[src/hw/puks.sv]
`timescale 1ns/1ps

module puks #(
	parameter int CLEAR_TICKS = 8
) (
	input  logic clk_sys,
	input  logic rst_n,
	input  logic clear_req,
	output logic cl,
	output logic pon
);

	localparam int CW = $clog2(CLEAR_TICKS + 1);

	// power-on clear, running, operator clear
	typedef enum logic [1:0] {
		PS_CLEAR,
		PS_ON,
		PS_OPCLR
	} ps_e;

	ps_e state;
	logic [CW-1:0] tick;
	logic last_tick;

	// cl length reached
	assign last_tick = (tick == CW'(CLEAR_TICKS - 1));

	always_ff @(posedge clk_sys) begin
		if (!rst_n) begin
			state <= PS_CLEAR;
			tick <= '0;
		end else begin
			case (state)
				PS_CLEAR: begin
					if (last_tick) begin
						state <= PS_ON;
					end else begin
						tick <= tick + 1'b1;
					end
				end
				PS_ON: begin
					// operator clear restarts the count
					if (clear_req) begin
						state <= PS_OPCLR;
						tick <= '0;
					end
				end
				PS_OPCLR: begin
					if (last_tick) begin
						state <= PS_ON;
					end else begin
						tick <= tick + 1'b1;
					end
				end
				default: begin
					state <= PS_CLEAR;
					tick <= '0;
				end
			endcase
		end
	end

	// only source of cl in the system
	assign cl = (state != PS_ON);
	// power stays good through an operator clear
	assign pon = (state != PS_CLEAR);

endmodule

[config.mk]
export PLATFORM = sky130hd
export DESIGN_NAME = puks
export DESIGN_NICKNAME = d
export VERILOG_FILES = /design/src/hw/puks.sv
export SDC_FILE = /design/constraint.sdc
export NUM_CORES = 1
export LEC_CHECK = 0
export BUFFER_PORTS_ARGS = -buffer_cell sky130_fd_sc_hd__buf_2
export CORE_AREA = 2 2 39 41
export CTS_BUF_LIST = sky130_fd_sc_hd__clkbuf_2
export DETAILED_ROUTE_END_ITERATION = 12
export DIE_AREA = 0 0 41 43
export PLACE_DENSITY = 0.4
export SYNTH_ARGS = -nofsm -noshare
export SYNTH_HDL_FRONTEND = slang
export SYNTH_SLANG_ARGS = --single-unit
[constraint.sdc]
create_clock -name clk_sys -period 1.5 [get_ports clk_sys]
set_input_delay 0.225 -clock clk_sys [delete_from_list [all_inputs] [get_ports clk_sys]]
set_output_delay 0.225 -clock clk_sys [all_outputs]
set_load 0.02 [all_outputs]
# ---- Word-level counts from Yosys, hierarchy flattened
# Index checks and enable logic that the tools add are counted.
dict set report word_totals {
  reg_bits 6
  inputBits 3
  output_inout_bits 2
  word_cells 21
}
dict set report op_classes {
  n_addsub 1
  n_eq_ne 7
  muxes 6
  reduce_logical 5
}
# op count
set ops {}
lappend ops {{4-bit 2-to-1 mux} 2}
lappend ops {{4-bit case mux with 2 select lines} 1}
lappend ops {{4-bit by 1-bit adder with 4-bit output, second input constant} 1}
lappend ops {{4-bit by 3-bit equality test with 1-bit output, second input constant} 1}
lappend ops {{2-bit 2-to-1 mux} 2}
lappend ops {{2-bit by 1-bit inequality test with 1-bit output, second input constant} 2}
lappend ops {{2-bit inequality test, second input constant} 2}
lappend ops {{2-bit case mux with 2 select lines} 1}
lappend ops {{2-bit AND reduction} 2}
lappend ops {{2-bit by 1-bit equality test with 1-bit output, second input constant} 1}
lappend ops {{2-bit equality test, second input constant} 1}
lappend ops {{2-bit zero test} 1}
lappend ops {{2-bit nonzero test} 1}
lappend ops {{2-bit OR reduction} 1}

# ---- Longest topological paths before layout
dict set report logic_depth {
  ltp_word 4
  depth_mapped 4
  ltp_nobuf 4
}

# ---- Worst setup path before layout
# No wires, ideal clock.
dict set report synth_path {
  path_type {reg2reg}
  startpoint {register tick[0]}
  endpoint {register tick[3]}
  setup_ps 120
  t_arrival_ps 1006
  required_ps 1380
  setup_slack_ps 374
  path_stages_with_launch 5
  path_buffers 0
  synth_period_minus_slack_ps 1126
  path_cell_list {dfxtp_1 ha_1 nand3b_1 nor4b_1 o31a_1}
}
dict set report synth_between {
  elab_chain_cells 3
  word_cells_on_any_way 6
  classes_between {1 x add/sub; 2 x eq/ne; 2 x mux; 1 x reduce/logical}
}
# item line
set synth_rtl {}
lappend synth_rtl {{start: declaration} 23} ;# logic [CW-1:0] tick;
lappend synth_rtl {{start signal: assignment} 39} ;# tick <= tick + 1'b1;
lappend synth_rtl {{start signal: assignment} 53} ;# tick <= tick + 1'b1;
lappend synth_rtl {{4-bit by 1-bit adder with 4-bit output / 4-bit by 3-bit equality test with 1-bit output (equally long branches)} {39, 53, 27}}
lappend synth_rtl {{4-bit 2-to-1 mux / 2-bit inequality test (equally long branches)} n/a}
lappend synth_rtl {{4-bit case mux with 2 select lines / 2-bit AND reduction (equally long branches)} n/a}
# Several ways; a longest one is shown, not always the timed one. The select of a mux whose other input is x is not followed.
# A chain may end at the register's enable or synchronous reset.

# ---- Worst setup path after layout
dict set report layout_path {
  startpoint {register state[0]}
  endpoint {output pon}
}
dict set report layout_between {
  elab_chain_cells 1
}
# item line
set layout_rtl {}
lappend layout_rtl {{start: declaration} 22} ;# ps_e state;
lappend layout_rtl {{start signal: assignment} 31} ;# state <= PS_CLEAR;
lappend layout_rtl {{start signal: assignment} 37} ;# state <= PS_ON;
lappend layout_rtl {{start signal: assignment} 45} ;# state <= PS_OPCLR;
lappend layout_rtl {{2-bit nonzero test} 67} ;# assign pon = (state != PS_CLEAR);
lappend layout_rtl {{end: declaration} 10} ;# output logic pon
# No other way between the ends.

==> metrics.md <==
| Metric | Value |
|---|---|
| Status | `completed` |
| Leak | `about 0.00014 uW` |
| DRT antenna net count | `0` |
| YS warnings | `0` |
| Fin crit period | `1290 ps` |
| Tot Pwr | `around 310 uW` |
| Cell Chain, Critical Path | `or2_2 -> buf_2` |
| Worst path required time | `1270 ps` |
| CTS Buf Count | `3` |
| Diode count | `0` |
| Synth cell types | `19` |
| CP endpoint kind | `primary output` |
| Setup TNS | `0 ps` |
| Final Hold Violating Endpoints | `0` |
| Cell area after synthesis | `289 sq um` |
| Layout Utilization | `24.9%` |
| Via count | `242` |
| Power per standard cell area | `897 nW/um^2` |
| Worst setup margin | `210 ps` |
| Num ports | `5` |
| Max-cap viol count | `0` |
| # rows | `14` |
| Core area | `1380 sq um` |
| Wirelength, routed | `510 um` |
| Post-route DRC violation count | `0` |
| Crit Path Category | `register to primary output` |
| Max-slew violation count | `0` |
| Die Height | `about 43 um` |
| Gpl congestion | `0.658` |
| Post-CTS sizing | `0` |
| Number of synthesized register bits | `6` |
| H-tree lvl count | `1` |
| Worst path bufs/invs | `1` |
| RSZ-0062 raised after global routing | `false` |
| Cts hold-fix bufs | `0` |
| CP Launch Type | `register` |
| Final nets | `between 40 and 50` |
| Number of global-route vias before repair | `242` |
| Clock root buffer master | `clkbuf_2` |
| R2r setup slk | `300 ps` |
| Via density | `4.48` |
| First-pass GRT wire length | `~980 um` |
| DR WL/cell | `9.44 um` |
| Final setup viols | `0` |
| Starting DRT DRC Count | `3` |
| CTS tree | `done` |
| Post-synthesis sequential area ratio | `41.6%` |
| Hold Path Class | `input port to register` |
| Max Freq | `roughly 780 MHz` |
| Share of cells above drive strength 1 | `28.9%` |
| Gate Count Post-Synth | `31` |
| Crit path DAT | `1070 ps` |
| Setup Fix Bufs, Post-CTS | `0` |
| Actual slew at the worst max-slew pin | `approximately 260 ps` |
| CP max FO | `8` |
| CTS Buffer Depth | `2` |
| Largest net degree at the start of global routing | `9` |
| Max incr delay on CP | `370 ps` |
| Max_slew headroom | `82.5%` |
| Die Span X | `41 um` |
| CP delay by family, top | `flip-flops` |
| Clock slew at reported path FFs | `60 ps` |
| Number of synthesized flops with an enable pin | `0` |
| Syn Area/Cell | `just over 9 sq um` |
| Initial Util | `between 20% and 30%` |
| Overflow after GRT | `0` |
| Most common flop cell mapped by yosys | `dfxtp_1` |
| Fin crit share | `between 80 and 90%` |
| Clock Skews | `5.20 ps` |
| DP Worst Slack | `293 ps` |
| Total clock sinks | `6` |
| Clk_lat worst skew | `between 200 and 250 ps` |
| Die area | `around 1800 sq um` |
| Crit-path slowest cell | `dfxtp_1` |
| Worst IR Drop VDD | `426 uV` |
| Hold WS | `289 ps` |
| Final HPWL DP | `414 um` |
| Async S/R FF share, synth | `0%` |
| Drt first pass iters | `2` |
| Synth-to-Final Area Change | `19.0%` |
| Tot GR Track Use | `roughly 8.4%` |
| Port Buf Inserts | `4` |
| Post-Syn Nets | `35` |
| Antenna violations before repair | `0` |
-- power breakdown --
part	internal [uW]	switching, uW
clock network	54.1	53.4
logic	13.5	13.4
registers	167	6.83
-- final timing paths --
check	end	cells past startpoint	from
min reg2reg	tick[0]	2	tick[0]
min	state[1]	3	clear_req
max	pon	2	state[0]
max reg2reg	tick[3]	4	tick[1]
-- metal layers --
metal	wire length, um	part of all wire [%]	up-vias	track usage, %
li1	-	-	128	-
met1	254	50	108	10.1
met2	226	44	6	11.6
met3	30	5.9	0	6.28
met4	0	0	0	2.00
met5	0	0	-	0
-- worst reg2reg max path, delay by kind of cell, from the launching register on --
family,cells,cell delay [ps]
flip-flops,1,360
AND/OR/NAND/NOR,2,300
AO/OA/AOI/OAI,1,230
adder cells (fa/ha/maj),1,200
-- cell usage in the layout, fill, tap and decap left out --
cell type and n:
a21oi_1 2, and2b_2 1, and3b_1 1, buf_2 4
clkbuf_2 3, dfxtp_1 6, ha_1 1, nand2_1 4
nand2b_1 2, nand2b_2 2, nand3_1 1, nand3b_1 1
nor2b_1 1, nor3b_1 1, nor4b_1 1, o21a_1 1
o21ai_0 1, o22a_1 1, o22ai_1 2, o31a_1 1
or2_2 1
-- area by class of cell --
type	instances	area (sq um)
Clock buffer	3	15.0
Fill cell	151	1040
Sequential cell	6	120
Multi-Input combinational cell	25	169
Tap cell	16	20.0
Timing Repair Buffer	4	20.0
-- logic make-up after synthesis --
logic type,Yosys count,synth area share [%]
adders and majority gates,1,4.33
and+or+nand+nor,16,35.9
AOI/OAI and AO/OA,8,18.2
DFF,6,41.6
-- cell usage after synthesis (2+ instances only) --
master    count  area, sq um
nand2b_1      2         12.5
nand2_1       4         15.0
a21oi_1       2         10.0
dfxtp_1       6          120
o22ai_1       2         12.5
nand2b_2      2         17.5
-- flip-flops by register name, summed over array words and instances, names as in the netlist --
name and count:
state 2, tick 4
-- through the flow --
step | instance area [sq um] | cells
2_1_floorplan | 289 | 31
3_3_place_gp | 329 | 51
3_5_place_dp | 329 | 51
4_1_cts | 344 | 54
5_1_grt | 344 | 54
6_report | 344 | 54
No activity file was read; power rests on OpenSTA's default activity.
