### src/hw/m400_pkg.sv
package m400_pkg;

	// ----------------------------------------------------------
	// system bus field widths
	// ----------------------------------------------------------

	// segment number (nb)
	localparam int NB_W = 4;

	// word address within a segment (ad)
	localparam int AD_W = 16;

	// data word (dt / rdt)
	localparam int DT_W = 16;

	// ----------------------------------------------------------
	// bus field types
	// ----------------------------------------------------------

	typedef logic [NB_W-1:0] nb_t;
	typedef logic [AD_W-1:0] ad_t;
	typedef logic [DT_W-1:0] dt_t;

	// ----------------------------------------------------------
	// master command operation
	// ----------------------------------------------------------

	// read raises r, write raises w
	typedef enum logic {
		OP_READ,
		OP_WRITE
	} bus_op_e;

endpackage
### src/hw/sysbus_if.sv
`timescale 1ns/1ps

interface sysbus_if;
	import m400_pkg::*;

	// clear, forwarded from puks by isk
	logic cl;
	// write and read strobes
	logic w;
	logic r;
	// memory answer
	logic ok;
	// segment, address, write data
	nb_t nb;
	ad_t ad;
	dt_t dt;
	// read data back from memory
	dt_t rdt;

	// requester side
	modport master (output w, r, nb, ad, dt, input ok, rdt, cl);

	// isk side of a requester bundle
	modport arb (input w, r, nb, ad, dt, output ok, rdt, cl);

	// isk side of the memory bundle
	modport hub (output cl, w, r, nb, ad, dt, input ok, rdt);

	// memory side
	modport mem (input cl, w, r, nb, ad, dt, output ok, rdt);

endinterface

### src/hw/bus_master.sv
`timescale 1ns/1ps

module bus_master #(
	parameter int NOMEM_TICKS = 16
) (
	input  logic              clk_sys,
	input  logic              rst_n,
	input  logic              pon,
	input  logic              cmd_req,
	input  m400_pkg::bus_op_e cmd_op,
	input  m400_pkg::nb_t     cmd_nb,
	input  m400_pkg::ad_t     cmd_ad,
	input  m400_pkg::dt_t     cmd_dt,
	output logic              busy,
	output logic              done,
	output logic              err,
	output m400_pkg::dt_t     rdata,
	output logic              zg,
	input  logic              zw,
	output logic              zz,
	sysbus_if.master          bus
);
	import m400_pkg::*;

	localparam int TW = $clog2(NOMEM_TICKS + 1);

	typedef enum logic [1:0] {
		MS_IDLE,
		MS_REQ,
		MS_CYCLE,
		MS_DONE
	} ms_e;

	ms_e state;
	logic [TW-1:0] tick;
	logic timeout;
	logic err_q;

	// latched command
	bus_op_e op_q;
	nb_t nb_q;
	ad_t ad_q;
	dt_t dt_q;

	// no ok within the window
	assign timeout = (tick == TW'(NOMEM_TICKS - 1)) && !bus.ok;

	// ----------------------------------------------------------
	// sequencing
	// ----------------------------------------------------------

	always_ff @(posedge clk_sys) begin
		// cl drops the cycle with no done
		if (!rst_n || bus.cl) begin
			state <= MS_IDLE;
			tick <= '0;
		end else begin
			case (state)
				MS_IDLE: begin
					if (cmd_req && pon) begin
						state <= MS_REQ;
					end
				end
				MS_REQ: begin
					tick <= '0;
					if (zw) begin
						state <= MS_CYCLE;
					end
				end
				MS_CYCLE: begin
					tick <= tick + 1'b1;
					if (bus.ok || timeout) begin
						state <= MS_DONE;
					end
				end
				default: begin
					state <= MS_IDLE;
				end
			endcase
		end
	end

	// command capture and result
	always_ff @(posedge clk_sys) begin
		if (state == MS_IDLE && cmd_req && pon) begin
			op_q <= cmd_op;
			nb_q <= cmd_nb;
			ad_q <= cmd_ad;
			dt_q <= cmd_dt;
		end
		if (state == MS_CYCLE && bus.ok) begin
			err_q <= 1'b0;
			rdata <= (op_q == OP_READ) ? bus.rdt : '0;
		end else if (state == MS_CYCLE && timeout) begin
			err_q <= 1'b1;
			rdata <= '0;
		end
	end

	// ----------------------------------------------------------
	// outputs
	// ----------------------------------------------------------

	assign busy = (state != MS_IDLE);
	assign zg = (state == MS_REQ);
	assign done = (state == MS_DONE);
	// release together with done
	assign zz = (state == MS_DONE);
	assign err = (state == MS_DONE) && err_q;

	// strobe held for the whole cycle state
	assign bus.w = (state == MS_CYCLE) && (op_q == OP_WRITE);
	assign bus.r = (state == MS_CYCLE) && (op_q == OP_READ);
	assign bus.nb = nb_q;
	assign bus.ad = ad_q;
	assign bus.dt = dt_q;

	a_one_strobe: assert property (@(posedge clk_sys) disable iff (!rst_n)
		!(bus.w && bus.r));

	// strobe only under a grant from isk
	a_strobe_granted: assert property (@(posedge clk_sys) disable iff (!rst_n)
		(bus.w || bus.r) |-> zw);

endmodule

### src/flat_wrapper.sv
// flat-port wrapper written by rule: the top's interface ports become plain ports
module bus_master_flat import m400_pkg::*;
#(
	parameter int NOMEM_TICKS = 16
)
  (clk_sys, rst_n, pon, cmd_req, cmd_op, cmd_nb, cmd_ad, cmd_dt, busy, done, err, rdata, zg, zw, zz, bus_w, bus_r, bus_nb, bus_ad, bus_dt, bus_ok, bus_rdt, bus_cl);
  sysbus_if bus_i ();
  input  logic clk_sys;
  input  logic rst_n;
  input  logic pon;
  input  logic cmd_req;
  input  m400_pkg::bus_op_e cmd_op;
  input  m400_pkg::nb_t cmd_nb;
  input  m400_pkg::ad_t cmd_ad;
  input  m400_pkg::dt_t cmd_dt;
  output logic busy;
  output logic done;
  output logic err;
  output m400_pkg::dt_t rdata;
  output logic zg;
  input  logic zw;
  output logic zz;
  output wire logic [$bits(bus_i.w)-1:0] bus_w;
  output wire logic [$bits(bus_i.r)-1:0] bus_r;
  output wire logic [$bits(bus_i.nb)-1:0] bus_nb;
  output wire logic [$bits(bus_i.ad)-1:0] bus_ad;
  output wire logic [$bits(bus_i.dt)-1:0] bus_dt;
  input wire logic [$bits(bus_i.ok)-1:0] bus_ok;
  input wire logic [$bits(bus_i.rdt)-1:0] bus_rdt;
  input wire logic [$bits(bus_i.cl)-1:0] bus_cl;
  assign bus_w = bus_i.w;
  assign bus_r = bus_i.r;
  assign bus_nb = bus_i.nb;
  assign bus_ad = bus_i.ad;
  assign bus_dt = bus_i.dt;
  assign bus_i.ok = bus_ok;
  assign bus_i.rdt = bus_rdt;
  assign bus_i.cl = bus_cl;
  bus_master #(.NOMEM_TICKS(NOMEM_TICKS)) u_core (.clk_sys(clk_sys), .rst_n(rst_n), .pon(pon), .cmd_req(cmd_req), .cmd_op(cmd_op), .cmd_nb(cmd_nb), .cmd_ad(cmd_ad), .cmd_dt(cmd_dt), .busy(busy), .done(done), .err(err), .rdata(rdata), .zg(zg), .zw(zw), .zz(zz), .bus(bus_i));
endmodule
### config.mk
export PLATFORM = sky130hd
export DESIGN_NAME = bus_master_flat
export DESIGN_NICKNAME = d
export VERILOG_FILES = /design/src/hw/m400_pkg.sv /design/src/hw/sysbus_if.sv /design/src/hw/bus_master.sv /design/src/flat_wrapper.sv
export SDC_FILE = /design/constraint.sdc
export NUM_CORES = 1
export LEC_CHECK = 0
export BUFFER_PORTS_ARGS = -buffer_cell sky130_fd_sc_hd__buf_2
export CORE_ASPECT_RATIO = 0.5
export CORE_UTILIZATION = 35
export DETAILED_ROUTE_END_ITERATION = 16
export PLACE_DENSITY = 0.61
export SLEW_MARGIN = 20
export SYNTH_ARGS = -nofsm -noshare
export SYNTH_HDL_FRONTEND = slang
export SYNTH_SLANG_ARGS = --single-unit
### constraint.sdc
create_clock -name clk_sys -period 6.15 [get_ports clk_sys]
set_input_delay 0 -clock clk_sys [delete_from_list [all_inputs] [get_ports clk_sys]]
set_output_delay 0 -clock clk_sys [all_outputs]
set_load 0.02 [all_outputs]
; ---- After elaboration in Yosys (flattened, before gate mapping)
; Index checks and enable logic that the tools add are counted.
[word_totals]
register_bits = 61
wordCells = 43
out_inout_bits = 59
in_bits = 60
[classes]
n_eq_ne = 7
n_addsub = 1
n_bitwise = 1
n_reduce_logical = 18
muxes = 8
[op_table]
columns = cell, count
row1 = $mux W16, 3
row2 = $pmux W5 S2, 1
row3 = $logic_and A1 B1 Y1, 9
row4 = $mux W2, 3
row5 = $ne A2 B1 Y1 const B, 3
row6 = $pmux W2 S3, 1
row7 = $reduce_bool A2 Y1, 3
row8 = $add A5 B1 Y5 const B, 1
row9 = $eq A5 B4 Y1 const B, 1
row10 = $eq A2 B2 Y1 const B, 2
row11 = $reduce_and A3 Y1, 1
row12 = $eq A2 B1 Y1 const B, 1
row13 = $logic_not A1 Y1, 2
row14 = $logic_not A2 Y1, 1
row15 = $logic_or A1 B1 Y1, 2
row16 = $not A1 Y1, 1

; ---- Logic depth before layout (Yosys ltp)
; Gate-level depths: netlist (run 1).
[depth]
word_depth = 5
ltp_mapped = 6
mapped_depth_nobuf = 6

; ---- Worst setup path after synthesis (run 1)
; OpenSTA, ideal clock, no wires.
[synth_timing]
kind = register to register
from = register u_core.state[0]
to = register u_core.ad_q[0] (netlist: u_core.bus.ad[0]), enable pin
arrival_ns = 2.310
required_ns = 5.718
path_buffers = 0
setup_ns = 0.432
setup_slack_ns = 3.409
period_less_slack_ns = 2.741
path_stages_with_launch = 5
cell_sequence = dfxtp_1 > inv_1 > ha_1 > inv_1 > nor2_1
[synth_via]
elab_chain_cells = 3
[synth_lines]
columns = item, line
row1 = from (decl), bus_master.sv:34  ; ms_e state;
row2 = from (signal assigned), bus_master.sv:55  ; state <= MS_IDLE;
row3 = from (signal assigned), bus_master.sv:61  ; state <= MS_REQ;
row4 = from (signal assigned), bus_master.sv:67  ; state <= MS_CYCLE;
row5 = $logic_not A2 Y1, bus_master.sv:85  ; if (state == MS_IDLE && cmd_req && pon) begin
row6 = $logic_and A1 B1 Y1 (2 in a row), bus_master.sv:85
row7 = to (signal assigned), bus_master.sv:88  ; ad_q <= cmd_ad;
row8 = to (decl), bus_master.sv:42  ; ad_t ad_q;
; No other way between the ends.
; A chain may end at the register's enable or synchronous reset.

; ---- Worst setup path after layout (run 1)
[layout_timing]
from = register u_core.state[0]
to = output bus_r
[layout_via]
elab_chain_cells = 2
[layout_lines]
columns = item, line
row1 = $eq A2 B2 Y1, bus_master.sv:113  ; assign bus.r = (state == MS_CYCLE) && (op_q == OP_READ);
row2 = $logic_and A1 B1 Y1, bus_master.sv:113
row3 = to (decl), flat_wrapper.sv:24  ; output wire logic [$bits(bus_i.r)-1:0] bus_r;
; No other way between the ends.

==> insert_results.sql, run 1 <==
INSERT INTO impl_metrics (metric_group, metric, value, unit) VALUES
('synth', 'synth_area_leaders', 'edfxtp_1 (72%), dfxtp_1 (7.3%), ha_1 (4.0%)', ''),
('synth', 'postSynthAreaPerCell', '16.8', 'um^2'),
('routing', 'vias', '1682', ''),
('routing', 'drt_first_pass_iters', '6', ''),
('synth', 'netlist.top_cell.by_area', 'edfxtp_1', ''),
('routing', 'drt_wl_total', '5000', 'um'),
('cts', 'cts.clk_slew.worst_paths', '0.05', 'ns'),
('timing', 'maxSlewHeadroom', '0.329', ''),
('placed_design', 'place.detailed.hpwl', '3300', 'um'),
('floorplan', 'initial_standard_cell_utilization_of_the_core', '0.363', ''),
('critical_path', 'timing.critical_path.slowest_cell_delay', '0.75', 'ns'),
('synth', 'synth.ff_latch_count', '61', ''),
('worst_hold_path', 'hp-class', 'input port to flip-flop', ''),
('final_layout', 'layout-drive-gt1-share', '0.467', ''),
('cts', 'cts_tree', 'yes', ''),
('synth', 'syn-cell-area', '2210', 'um^2'),
('global_routing', 'number_of_antenna_violations_at_the_first_check_in_global_routing', '0', ''),
('cts', 'clock_sinks', '61', ''),
('critical_path', 'critical_path.cell_chain', 'inv_1 -> ha_1 -> nor2b_1 -> buf_2', ''),
('global_routing', 'gr-usage-all-layers', '0.154', ''),
('final_layout', 'antenna_cells', '0', ''),
('final_layout', 'synthToLayoutAreaGrowth', '66.3', '%'),
('floorplan', 'coreArea', '6080', 'um^2'),
('placed_design', 'port_buffers', '118', ''),
('final_layout', 'finalNetCount', '368', ''),
('timing', 'layout_worst_path_cycle_share', '0.354', ''),
('critical_path', 'worstPathRequired', '6.15', 'ns'),
('synth', 'synth.net_count', '198', ''),
('power_and_ir_drop', 'pwr-share-comb', '0.079', ''),
('timing', 'setup-tns-final', '0', 'ns'),
('power_and_ir_drop', 'power.density', '294', 'nW/um^2'),
('routing', 'drcViolationCount', '0', ''),
('power_and_ir_drop', 'ir_drop', '130', 'uV'),
('floorplan', 'top_level_ports', '119', ''),
('cts', 'clk_path_buf_depth', '2', ''),
('power_and_ir_drop', 'p_clk_frac', '0.485', ''),
('synth', 'synth_cell_types', '26', ''),
('synth', 'synth_warnings', '0', ''),
('cts', 'post_cts_hold_buffer_count', '45', ''),
('floorplan', 'die_y', '58.1', 'um'),
('placed_design', 'placement.setup.worst_slack', '4.20', 'ns'),
('critical_path', 'critical_path.slowest_cell', 'nor2b_1', ''),
('timing', 'setup_viol_count_final', '0', ''),
('power_and_ir_drop', 'power.share.switching', '0.199', ''),
('timing', 'slew_viol_final', '0', ''),
('global_routing', 'grt_first_pass_wirelength', '7380', 'um'),
('critical_path', 'path_max_fanout', '17', ''),
('placed_design', 'gp_congestion', '0.694', ''),
('power_and_ir_drop', 'p_leak', '1.69', 'nW'),
('power_and_ir_drop', 'internal-power', '0.863', 'mW'),
('critical_path', 'criticalPathCategory', 'flip-flop to primary output', ''),
('synth', 'yosysSeqAreaShare', '0.794', ''),
('routing', 'vias_per_cell', '4.27', ''),
('cts', 'worst_skew_pair.late_latency', '0.32', 'ns'),
('timing', 'finalHoldViolCount', '0', ''),
('power_and_ir_drop', 'p_seq_frac', '0.436', ''),
('power_and_ir_drop', 'fin_total_pwr', '1.08', 'mW'),
('outcome', 'status', 'completed', ''),
('cts', 'cts_buffers', '9', ''),
('cts', 'h-tree-depth', '3', ''),
('critical_path', 'cp_data_arrival_time', '2.18', 'ns'),
('power_and_ir_drop', 'switchingPower', '0.215', 'mW'),
('critical_path', 'start_kind', 'flip-flop', ''),
('job', 'cap_violations', '0', ''),
('routing', 'wire_per_inst', '12.7', 'um'),
('synth', 'post_synth_inst_count', '131', ''),
('floorplan', 'fp.dieArea', '6640', 'um^2'),
('timing', 'timing.fmax', '459', 'MHz'),
('global_routing', 'grt_overflow', '0', ''),
('critical_path', 'timing.critical_path.to_type', 'primary output', ''),
('floorplan', 'die_w', '114', 'um'),
('global_routing', 'grt_pass1_vias', '1634', ''),
('cts', 'clk_root_buffer_cell', 'clkbuf_16', ''),
('timing', 'final_critical_path_setup_slack', '3.97', 'ns'),
('timing', 'period_needed', '2.18', 'ns'),
('global_routing', 'grt_start_max_net_pins', '38', ''),
('cts', 'cts.repair.resized', '0', ''),
('timing', 'skew', '0.00348', 'ns'),
('routing', 'ant_nets', '0', ''),
('floorplan', 'fp-row-count', '20', ''),
('synth', 'netlist.area_leader.share', '0.721', ''),
('routing', 'drt_iter0_drc', '73', ''),
('cts', 'cts_post_setup_buffers_inserted', '0', ''),
('timing', 'rsz0062_at_grt', 'false', ''),
('timing', 'worst-slew-pin-transition', '1.00', 'ns');
[flip-flops by register name (all words and copies together) (netlist names)]
signal / cells
u_core.op_q: 1
u_core.state: 2
u_core.bus.ad: 16
u_core.bus.nb: 4
u_core.rdata: 16
u_core.tick: 5
u_core.err_q: 1
u_core.bus.dt: 16
[per-stage QoR]
| step | util | instances | hold slack (ns) | instance area (um^2) |
|---|---|---|---|---|
| detailed placement | 0.476 | 332 | 0.178 | 2890 |
| global route | 0.603 | 394 | 0.000482 | 3670 |
| finish | 0.603 | 394 | 0.00878 | 3670 |
| global placement | 0.476 | 332 | 0.176 | 2890 |
| CTS | 0.601 | 393 | 0.00154 | 3660 |
| floorplan | - | 131 | 0.0989 | 2210 |
[metal layers]
metal  vias to the layer above  track usage  wire, um
met2                        49        0.296      2880
met3                         6       0.0690       239
met5                         -            0         0
li1                        827            -         -
met4                         0       0.0538        52
met1                       800        0.149      1820
[layout by cell type (no fill, tap or decap)]
master	netlist	layout
a21oi_1	4	4
a222oi_1	1	1
and2_1	3	3
and2b_2	1	1
and3_1	10	10
and3_2	7	7
buf_2	0	118
bufinv_16	0	2
clkbuf_1	4	1
clkbuf_16	0	9
clkinv_2	0	2
clkinvlp_4	0	1
dfxtp_1	8	8
dlygate4sd3_1	0	46
edfxtp_1	53	53
ha_1	7	7
inv_1	6	6
inv_6	0	1
mux2_1	1	1
mux2_2	1	1
mux2i_1	1	1
nand2_1	5	5
nand2b_1	1	1
nand3_1	1	1
nand4_1	1	1
nand4b_1	1	1
nor2_1	6	5
nor2_4	0	1
nor2b_1	3	3
nor3_1	1	1
o21ai_0	2	2
o22ai_1	1	1
xor2_1	1	1
[cells in the mapped netlist (all sizes together)]
library cell / instances
edfxtp: 53
and3: 17
dfxtp: 8
ha: 7
inv: 6
nor2: 6
nand2: 5
a21oi: 4
clkbuf: 4
and2: 3
nor2b: 3
mux2: 2
o21ai: 2
a222oi: 1
and2b: 1
buf: 1
mux2i: 1
nand2b: 1
nand3: 1
nand4: 1
nand4b: 1
nor3: 1
o22ai: 1
xor2: 1
[worst paths after layout]
path | depth (start not counted) | start | slack [ns] | endpoint
max | 4 | u_core.state[0] | 3.97 | bus_r
min | 2 | bus_rdt[2] | 0.009 | u_core.rdata[2]
max reg2reg | 4 | u_core.state[0] | 4.16 | u_core.rdata[1]
min reg2reg | 2 | u_core.tick[1] | 0.49 | u_core.tick[1]
[power by group through the flow]
stage | sequential [mW] | clock (mW) | combinational, mW
2_1_floorplan | 0.492 | 0 | 0.0148
3_3_place_gp | 0.477 | 0 | 0.0610
3_5_place_dp | 0.478 | 0 | 0.0628
4_1_cts | 0.470 | 0.535 | 0.0851
5_1_grt | 0.471 | 0.559 | 0.0917
6_report | 0.470 | 0.523 | 0.0852
[final cells by class]
class                      instances  area (um^2)
clock buffer                      10          229
multi-input combinational         59          417
clock inverter                     6         86.3
timing repair buffer             164         1050
fill                             508         2410
tap                               88          110
sequential                        61         1750
inverter                           6         22.5
[critical path: cells and delay by family (launching register included)]
kind,cells,cell delay [ns]
buffers and inverters,2,0.40
flip-flops,1,0.33
adder cells (fa/ha/maj),1,0.36
AND/OR/NAND/NOR,1,0.75
[cell families after synthesis]
kind of cell | after synthesis | synth area share
fa+ha+maj | 7 | 0.0397
xor+xnor | 1 | 0.00397
flops | 61 | 0.794
simple gates | 40 | 0.106
compound gates | 8 | 0.0210
buf+inv | 11 | 0.0204
mux | 3 | 0.0147
No activity file was read; power rests on OpenSTA's default activity.
==> inputs of run 2 (changes only) <==
==> constraint.sdc (replaced) <==
create_clock -name clk_sys -period 2.1 [get_ports clk_sys]
set_input_delay 0 -clock clk_sys [delete_from_list [all_inputs] [get_ports clk_sys]]
set_output_delay 0 -clock clk_sys [all_outputs]
set_load 0.02 [all_outputs]
==> insert_results.sql, run 2 (same netlist as run 1, synthesis figures left out) <==
INSERT INTO impl_metrics (metric_group, metric, value, unit) VALUES
('routing', 'drt_first_pass_iters', '5', ''),
('routing', 'vias_per_cell', '4.14', ''),
('critical_path', 'critical_path.cell_chain', 'ha_1 -> and3_1 -> ha_1 -> nor2_1 -> a222oi_1 -> mux2_1', ''),
('cts', 'h-tree-depth', '3', ''),
('power_and_ir_drop', 'p_leak', '1.70', 'nW'),
('power_and_ir_drop', 'power.density', '857', 'nW/um^2'),
('power_and_ir_drop', 'ir_drop', '462', 'uV'),
('global_routing', 'grt_overflow', '0', ''),
('critical_path', 'critical_path_buf_inv_count', '0', ''),
('placed_design', 'gp_congestion', '0.717', ''),
('timing', 'setup-tns-final', '0', 'ns'),
('timing', 'rsz0062_at_grt', 'false', ''),
('floorplan', 'fp.dieArea', '6640', 'um^2'),
('final_layout', 'finish.instance_area', '3680', 'um^2'),
('critical_path', 'path_max_fanout', '3', ''),
('final_layout', 'synthToLayoutAreaGrowth', '67.0', '%'),
('routing', 'vias', '1640', ''),
('critical_path', 'critPathMostFrequentCell', 'ha_1', ''),
('critical_path', 'timing.critical_path.slowest_cell_delay', '0.43', 'ns'),
('floorplan', 'die_w', '114', 'um'),
('floorplan', 'top_level_ports', '119', ''),
('global_routing', 'gr-usage-all-layers', '0.156', ''),
('critical_path', 'critical_path.top_delay_family', 'compound AO/OA/AOI/OAI gates', ''),
('critical_path', 'criticalPathCategory', 'flip-flop to flip-flop', ''),
('floorplan', 'coreArea', '6080', 'um^2'),
('final_layout', 'layout-drive-gt1-share', '0.471', ''),
('outcome', 'status', 'completed', ''),
('cts', 'cts_buffers', '9', ''),
('cts', 'cts_post_setup_buffers_inserted', '0', ''),
('placed_design', 'place.detailed.hpwl', '3300', 'um'),
('routing', 'ant_nets', '0', ''),
('timing', 'period_needed', '1.85', 'ns'),
('final_layout', 'antenna_cells', '0', ''),
('worst_hold_path', 'hp-class', 'input port to flip-flop', ''),
('job', 'cap_violations', '0', ''),
('timing', 'maxSlewHeadroom', '0.697', ''),
('floorplan', 'initial_standard_cell_utilization_of_the_core', '0.363', ''),
('timing', 'skew', '0.00390', 'ns'),
('global_routing', 'grt_first_pass_wirelength', '7480', 'um'),
('final_layout', 'mostFrequentLayoutCell', 'buf_2', ''),
('final_layout', 'register_area', '1750', 'um^2'),
('floorplan', 'die_y', '58.1', 'um'),
('placed_design', 'dp_cells', '334', ''),
('critical_path', 'worstPathRequired', '2.30', 'ns'),
('final_layout', 'finalNonFillerCells', '396', ''),
('global_routing', 'number_of_antenna_violations_at_the_first_check_in_global_routing', '0', ''),
('critical_path', 'critical_path.slowest_cell', 'a222oi_1', ''),
('placed_design', 'place_area', '2910', 'um^2'),
('timing', 'layout_worst_path_cycle_share', '0.883', ''),
('routing', 'drt_wl_total', '4990', 'um'),
('placed_design', 'port_buffers', '118', ''),
('routing', 'wire_per_inst', '12.6', 'um'),
('timing', 'setup_viol_count_final', '0', ''),
('critical_path', 'timing.critical_path.to_type', 'flip-flop', ''),
('cts', 'worst_skew_pair.late_latency', '0.32', 'ns'),
('cts', 'cts_tree', 'yes', ''),
('cts', 'post_cts_hold_buffer_count', '46', ''),
('timing', 'finalHoldViolCount', '0', ''),
('final_layout', 'commonest_cells_after_routing_fill_and_taps_aside', 'buf_2 (118), edfxtp_1 (53), dlygate4sd3_1 (46)', ''),
('timing', 'worst-slew-pin-transition', '0.454', 'ns'),
('global_routing', 'grt_start_max_net_pins', '38', ''),
('cts', 'clk_path_buf_depth', '2', ''),
('cts', 'cts.clk_slew.worst_paths', '0.05', 'ns'),
('cts', 'clock_sinks', '61', ''),
('cts', 'clk_root_buffer_cell', 'clkbuf_16', ''),
('timing', 'slew_viol_final', '0', ''),
('timing', 'timing.fmax', '539', 'MHz'),
('final_layout', 'fill_cells', '493', ''),
('floorplan', 'fp-row-count', '20', ''),
('routing', 'drt_iter0_drc', '66', ''),
('final_layout', 'finalNetCount', '370', ''),
('critical_path', 'cp_data_arrival_time', '2.06', 'ns'),
('global_routing', 'grt_pass1_vias', '1631', ''),
('final_layout', 'multi_input_area', '417', 'um^2'),
('cts', 'cts.repair.resized', '0', ''),
('routing', 'drcViolationCount', '0', ''),
('critical_path', 'start_kind', 'flip-flop', '');
[run 2: cell types whose count changed in the layout (fill, tap and decap cells not counted), sizes merged]
cell,previous run,this run
buf,118,120
clkinv,2,4
clkinvlp,1,0
inv,7,6
[run 2: area by class of cell]
class,count,area share
timing repair buffer,166,0.289
sequential,61,0.476
inverter,6,0.00611
clock buffer,10,0.0622
multi-input combinational,59,0.113
clock inverter,6,0.0238
tap,88,0.0299
[run 2: final timing paths]
| check | start | end | slack [ns] | cells past startpoint |
|---|---|---|---|---|
| worst min-delay path | bus_rdt[4] | u_core.rdata[4] | 0.01 | 2 |
| worst min register to register | u_core.tick[1] | u_core.tick[1] | 0.50 | 2 |
| worst max register to register | u_core.tick[0] | u_core.state[0] | 0.25 | 6 |
| worst max-delay path | u_core.tick[0] | u_core.state[0] | 0.25 | 6 |
[run 2: per-stage QoR]
stage,utilization,power (mW),setup slack [ns],hold WS [ns]
global route,0.606,3.27,0.119,0.00387
finish,0.606,3.16,0.246,0.0134
global placement,0.478,1.58,0.321,0.177
CTS,0.606,3.19,0.232,0.00258
detailed placement,0.478,1.59,0.264,0.178
floorplan,-,1.49,0.368,0.0989
[run 2: metal layers]
layer | share of wire | vias to the layer above | GRT usage
met1 | 0.39 | 771 | 0.157
met5 | 0 | - | 0
met4 | 0.0046 | 0 | 0.0390
li1 | - | 827 | -
met3 | 0.052 | 2 | 0.0816
met2 | 0.55 | 40 | 0.289
[run 2: power breakdown]
group | leakage (nW) | switching [mW] | internal (mW) | total [mW]
Combinational | 0.951 | 0.121 | 0.130 | 0.251
Sequential | 0.595 | 0.0133 | 1.36 | 1.38
Clock | 0.156 | 0.493 | 1.04 | 1.53
Total | 1.70 | 0.627 | 2.53 | 3.16
==> inputs of run 3 (changes only) <==
==> constraint.sdc (replaced) <==
create_clock -name clk_sys -period 2.1 [get_ports clk_sys]
set_input_delay 0.42 -clock clk_sys [delete_from_list [all_inputs] [get_ports clk_sys]]
set_output_delay 0.42 -clock clk_sys [all_outputs]
set_load 0.02 [all_outputs]
==> insert_results.sql, run 3 (same netlist as run 1, synthesis figures left out) <==
INSERT INTO impl_metrics (metric_group, metric, value, unit) VALUES
('outcome', 'status', 'completed', ''),
('routing', 'drt_wl_total', '4410', 'um'),
('global_routing', 'grt_start_max_net_pins', '38', ''),
('power_and_ir_drop', 'power.density', '963', 'nW/um^2'),
('cts', 'clock_sinks', '61', ''),
('timing', 'period_needed', '1.94', 'ns'),
('final_layout', 'finalNetCount', '324', ''),
('timing', 'rsz0062_at_grt', 'false', ''),
('cts', 'cts.clk_slew.worst_paths', '0.05', 'ns'),
('final_layout', 'antenna_cells', '0', ''),
('cts', 'cts.repair.resized', '0', ''),
('floorplan', 'initial_standard_cell_utilization_of_the_core', '0.363', ''),
('critical_path', 'worst_r2r_endpoint', 'u_core.state[0]', ''),
('critical_path', 'worstPathRequired', '1.68', 'ns'),
('critical_path', 'timing.critical_path.to_type', 'primary output', ''),
('critical_path', 'worst_r2r_startpoint', 'u_core.tick[0]', ''),
('cts', 'clk_root_buffer_cell', 'clkbuf_16', ''),
('routing', 'wire_per_inst', '12.6', 'um'),
('timing', 'maxSlewHeadroom', '0.681', ''),
('floorplan', 'fp.dieArea', '6640', 'um^2'),
('cts', 'worst_skew_pair.late_latency', '0.32', 'ns'),
('floorplan', 'die_y', '58.1', 'um'),
('placed_design', 'place_area', '2910', 'um^2'),
('timing', 'skew', '0.00276', 'ns'),
('critical_path', 'path_max_fanout', '12', ''),
('floorplan', 'die_w', '114', 'um'),
('global_routing', 'grt_first_pass_wirelength', '6770', 'um'),
('floorplan', 'fp-row-count', '20', ''),
('final_layout', 'mostFrequentLayoutCell', 'buf_2', ''),
('routing', 'drt_iter0_drc', '91', ''),
('power_and_ir_drop', 'p_leak', '1.51', 'nW'),
('cts', 'h-tree-depth', '3', ''),
('global_routing', 'gr-usage-all-layers', '0.140', ''),
('routing', 'drt_first_pass_iters', '4', ''),
('timing', 'slew_viol_final', '0', ''),
('cts', 'post_cts_hold_buffer_count', '0', ''),
('routing', 'drcViolationCount', '0', ''),
('global_routing', 'number_of_antenna_violations_at_the_first_check_in_global_routing', '0', ''),
('critical_path', 'criticalPathCategory', 'flip-flop to primary output', ''),
('timing', 'worst-slew-pin-transition', '0.479', 'ns'),
('critical_path', 'critical_path.startpoint', 'u_core.state[0]', ''),
('timing', 'finalHoldViolCount', '0', ''),
('routing', 'vias', '1487', ''),
('cts', 'clk_path_buf_depth', '2', ''),
('power_and_ir_drop', 'ir_drop', '452', 'uV'),
('timing', 'setup_viol_count_final', '0', ''),
('final_layout', 'fill_cells', '560', ''),
('placed_design', 'place.detailed.hpwl', '3300', 'um'),
('critical_path', 'crit_path_end', 'bus_r', ''),
('final_layout', 'finalNonFillerCells', '350', ''),
('worst_hold_path', 'hp-class', 'input port to flip-flop', ''),
('placed_design', 'gp_congestion', '0.705', ''),
('power_and_ir_drop', 'fin_total_pwr', '3.11', 'mW'),
('placed_design', 'dp_cells', '334', ''),
('routing', 'ant_nets', '0', ''),
('final_layout', 'synthToLayoutAreaGrowth', '46.5', '%'),
('cts', 'cts_buffers', '9', ''),
('timing', 'layout_worst_path_cycle_share', '0.924', ''),
('worst_hold_path', 'hold_path.startpoint', 'cmd_nb[3]', ''),
('placed_design', 'port_buffers', '118', ''),
('floorplan', 'coreArea', '6080', 'um^2'),
('cts', 'cts_tree', 'yes', ''),
('timing', 'whs', '0.275', 'ns'),
('global_routing', 'grt_pass1_vias', '1412', ''),
('critical_path', 'cp_data_arrival_time', '1.52', 'ns'),
('final_layout', 'post-route-util', '0.531', ''),
('timing', 'setup-tns-final', '0', 'ns'),
('critical_path', 'start_kind', 'flip-flop', ''),
('timing', 'timing.fmax', '515', 'MHz'),
('timing', 'final_critical_path_setup_slack', '0.159', 'ns'),
('final_layout', 'layout-drive-gt1-share', '0.557', ''),
('critical_path', 'setup.reg_to_reg.worst_slack', '0.21', 'ns'),
('cts', 'cts_post_setup_buffers_inserted', '0', ''),
('final_layout', 'commonest_cells_after_routing_fill_and_taps_aside', 'buf_2 (118), edfxtp_1 (53), and3_1 (10)', ''),
('routing', 'vias_per_cell', '4.25', ''),
('placed_design', 'placement.setup.worst_slack', '0.236', 'ns'),
('floorplan', 'top_level_ports', '119', ''),
('critical_path', 'reg2reg_depth', '6', ''),
('job', 'cap_violations', '0', ''),
('final_layout', 'finish.instance_area', '3230', 'um^2'),
('global_routing', 'grt_overflow', '0', '');
run 3: cell count changes in the layout (fill, tap and decap cells not counted), sizes merged:
| cell | change |
|---|---|
| dlygate4sd3 | -46 |
| clkbuf | -1 |
| clkinv | -1 |
| clkinvlp | +1 |
| inv | +1 |
run 3: report_power, final:
| group | internal (mW) | total (mW) | switching (mW) |
|---|---|---|---|
| Clock | 1.04 | 1.55 | 0.511 |
| Sequential | 1.36 | 1.37 | 0.0120 |
| Combinational | 0.0746 | 0.184 | 0.109 |
run 3: routing by layer:
layer,GRT usage,up-vias,wire length (um)
met5,0,-,0
met4,0.0779,0,55
met3,0.0513,5,236
met2,0.241,44,2330
met1,0.154,702,1790
li1,-,736,-
run 3: worst min path at each step:
stage                             endpoint  depth (start not counted)
after global placement      u_core.tick[1]                          2
after floorplan               u_core.err_q                          2
after CTS                 u_core.bus.dt[6]                          1
after detailed placement    u_core.tick[1]                          2
final                     u_core.bus.nb[3]                          1
after global routing      u_core.bus.dt[6]                          1
run 3: critical path, cell delays in order, from the launching register on:
cell	delay, ns
dfxtp_1	0.33
inv_1	0.10
ha_1	0.36
nor2b_1	0.21
buf_2	0.19
run 3: final cells by class:
cell class / count / area, um^2 / area share
Sequential cell: 61 / 1750 / 0.542
Timing Repair Buffer: 120 / 606 / 0.187
Multi-Input combinational cell: 59 / 417 / 0.129
Clock buffer: 9 / 225 / 0.0697
Tap cell: 88 / 110 / 0.0341
Clock inverter: 7 / 98.8 / 0.0306
Inverter: 6 / 22.5 / 0.00697
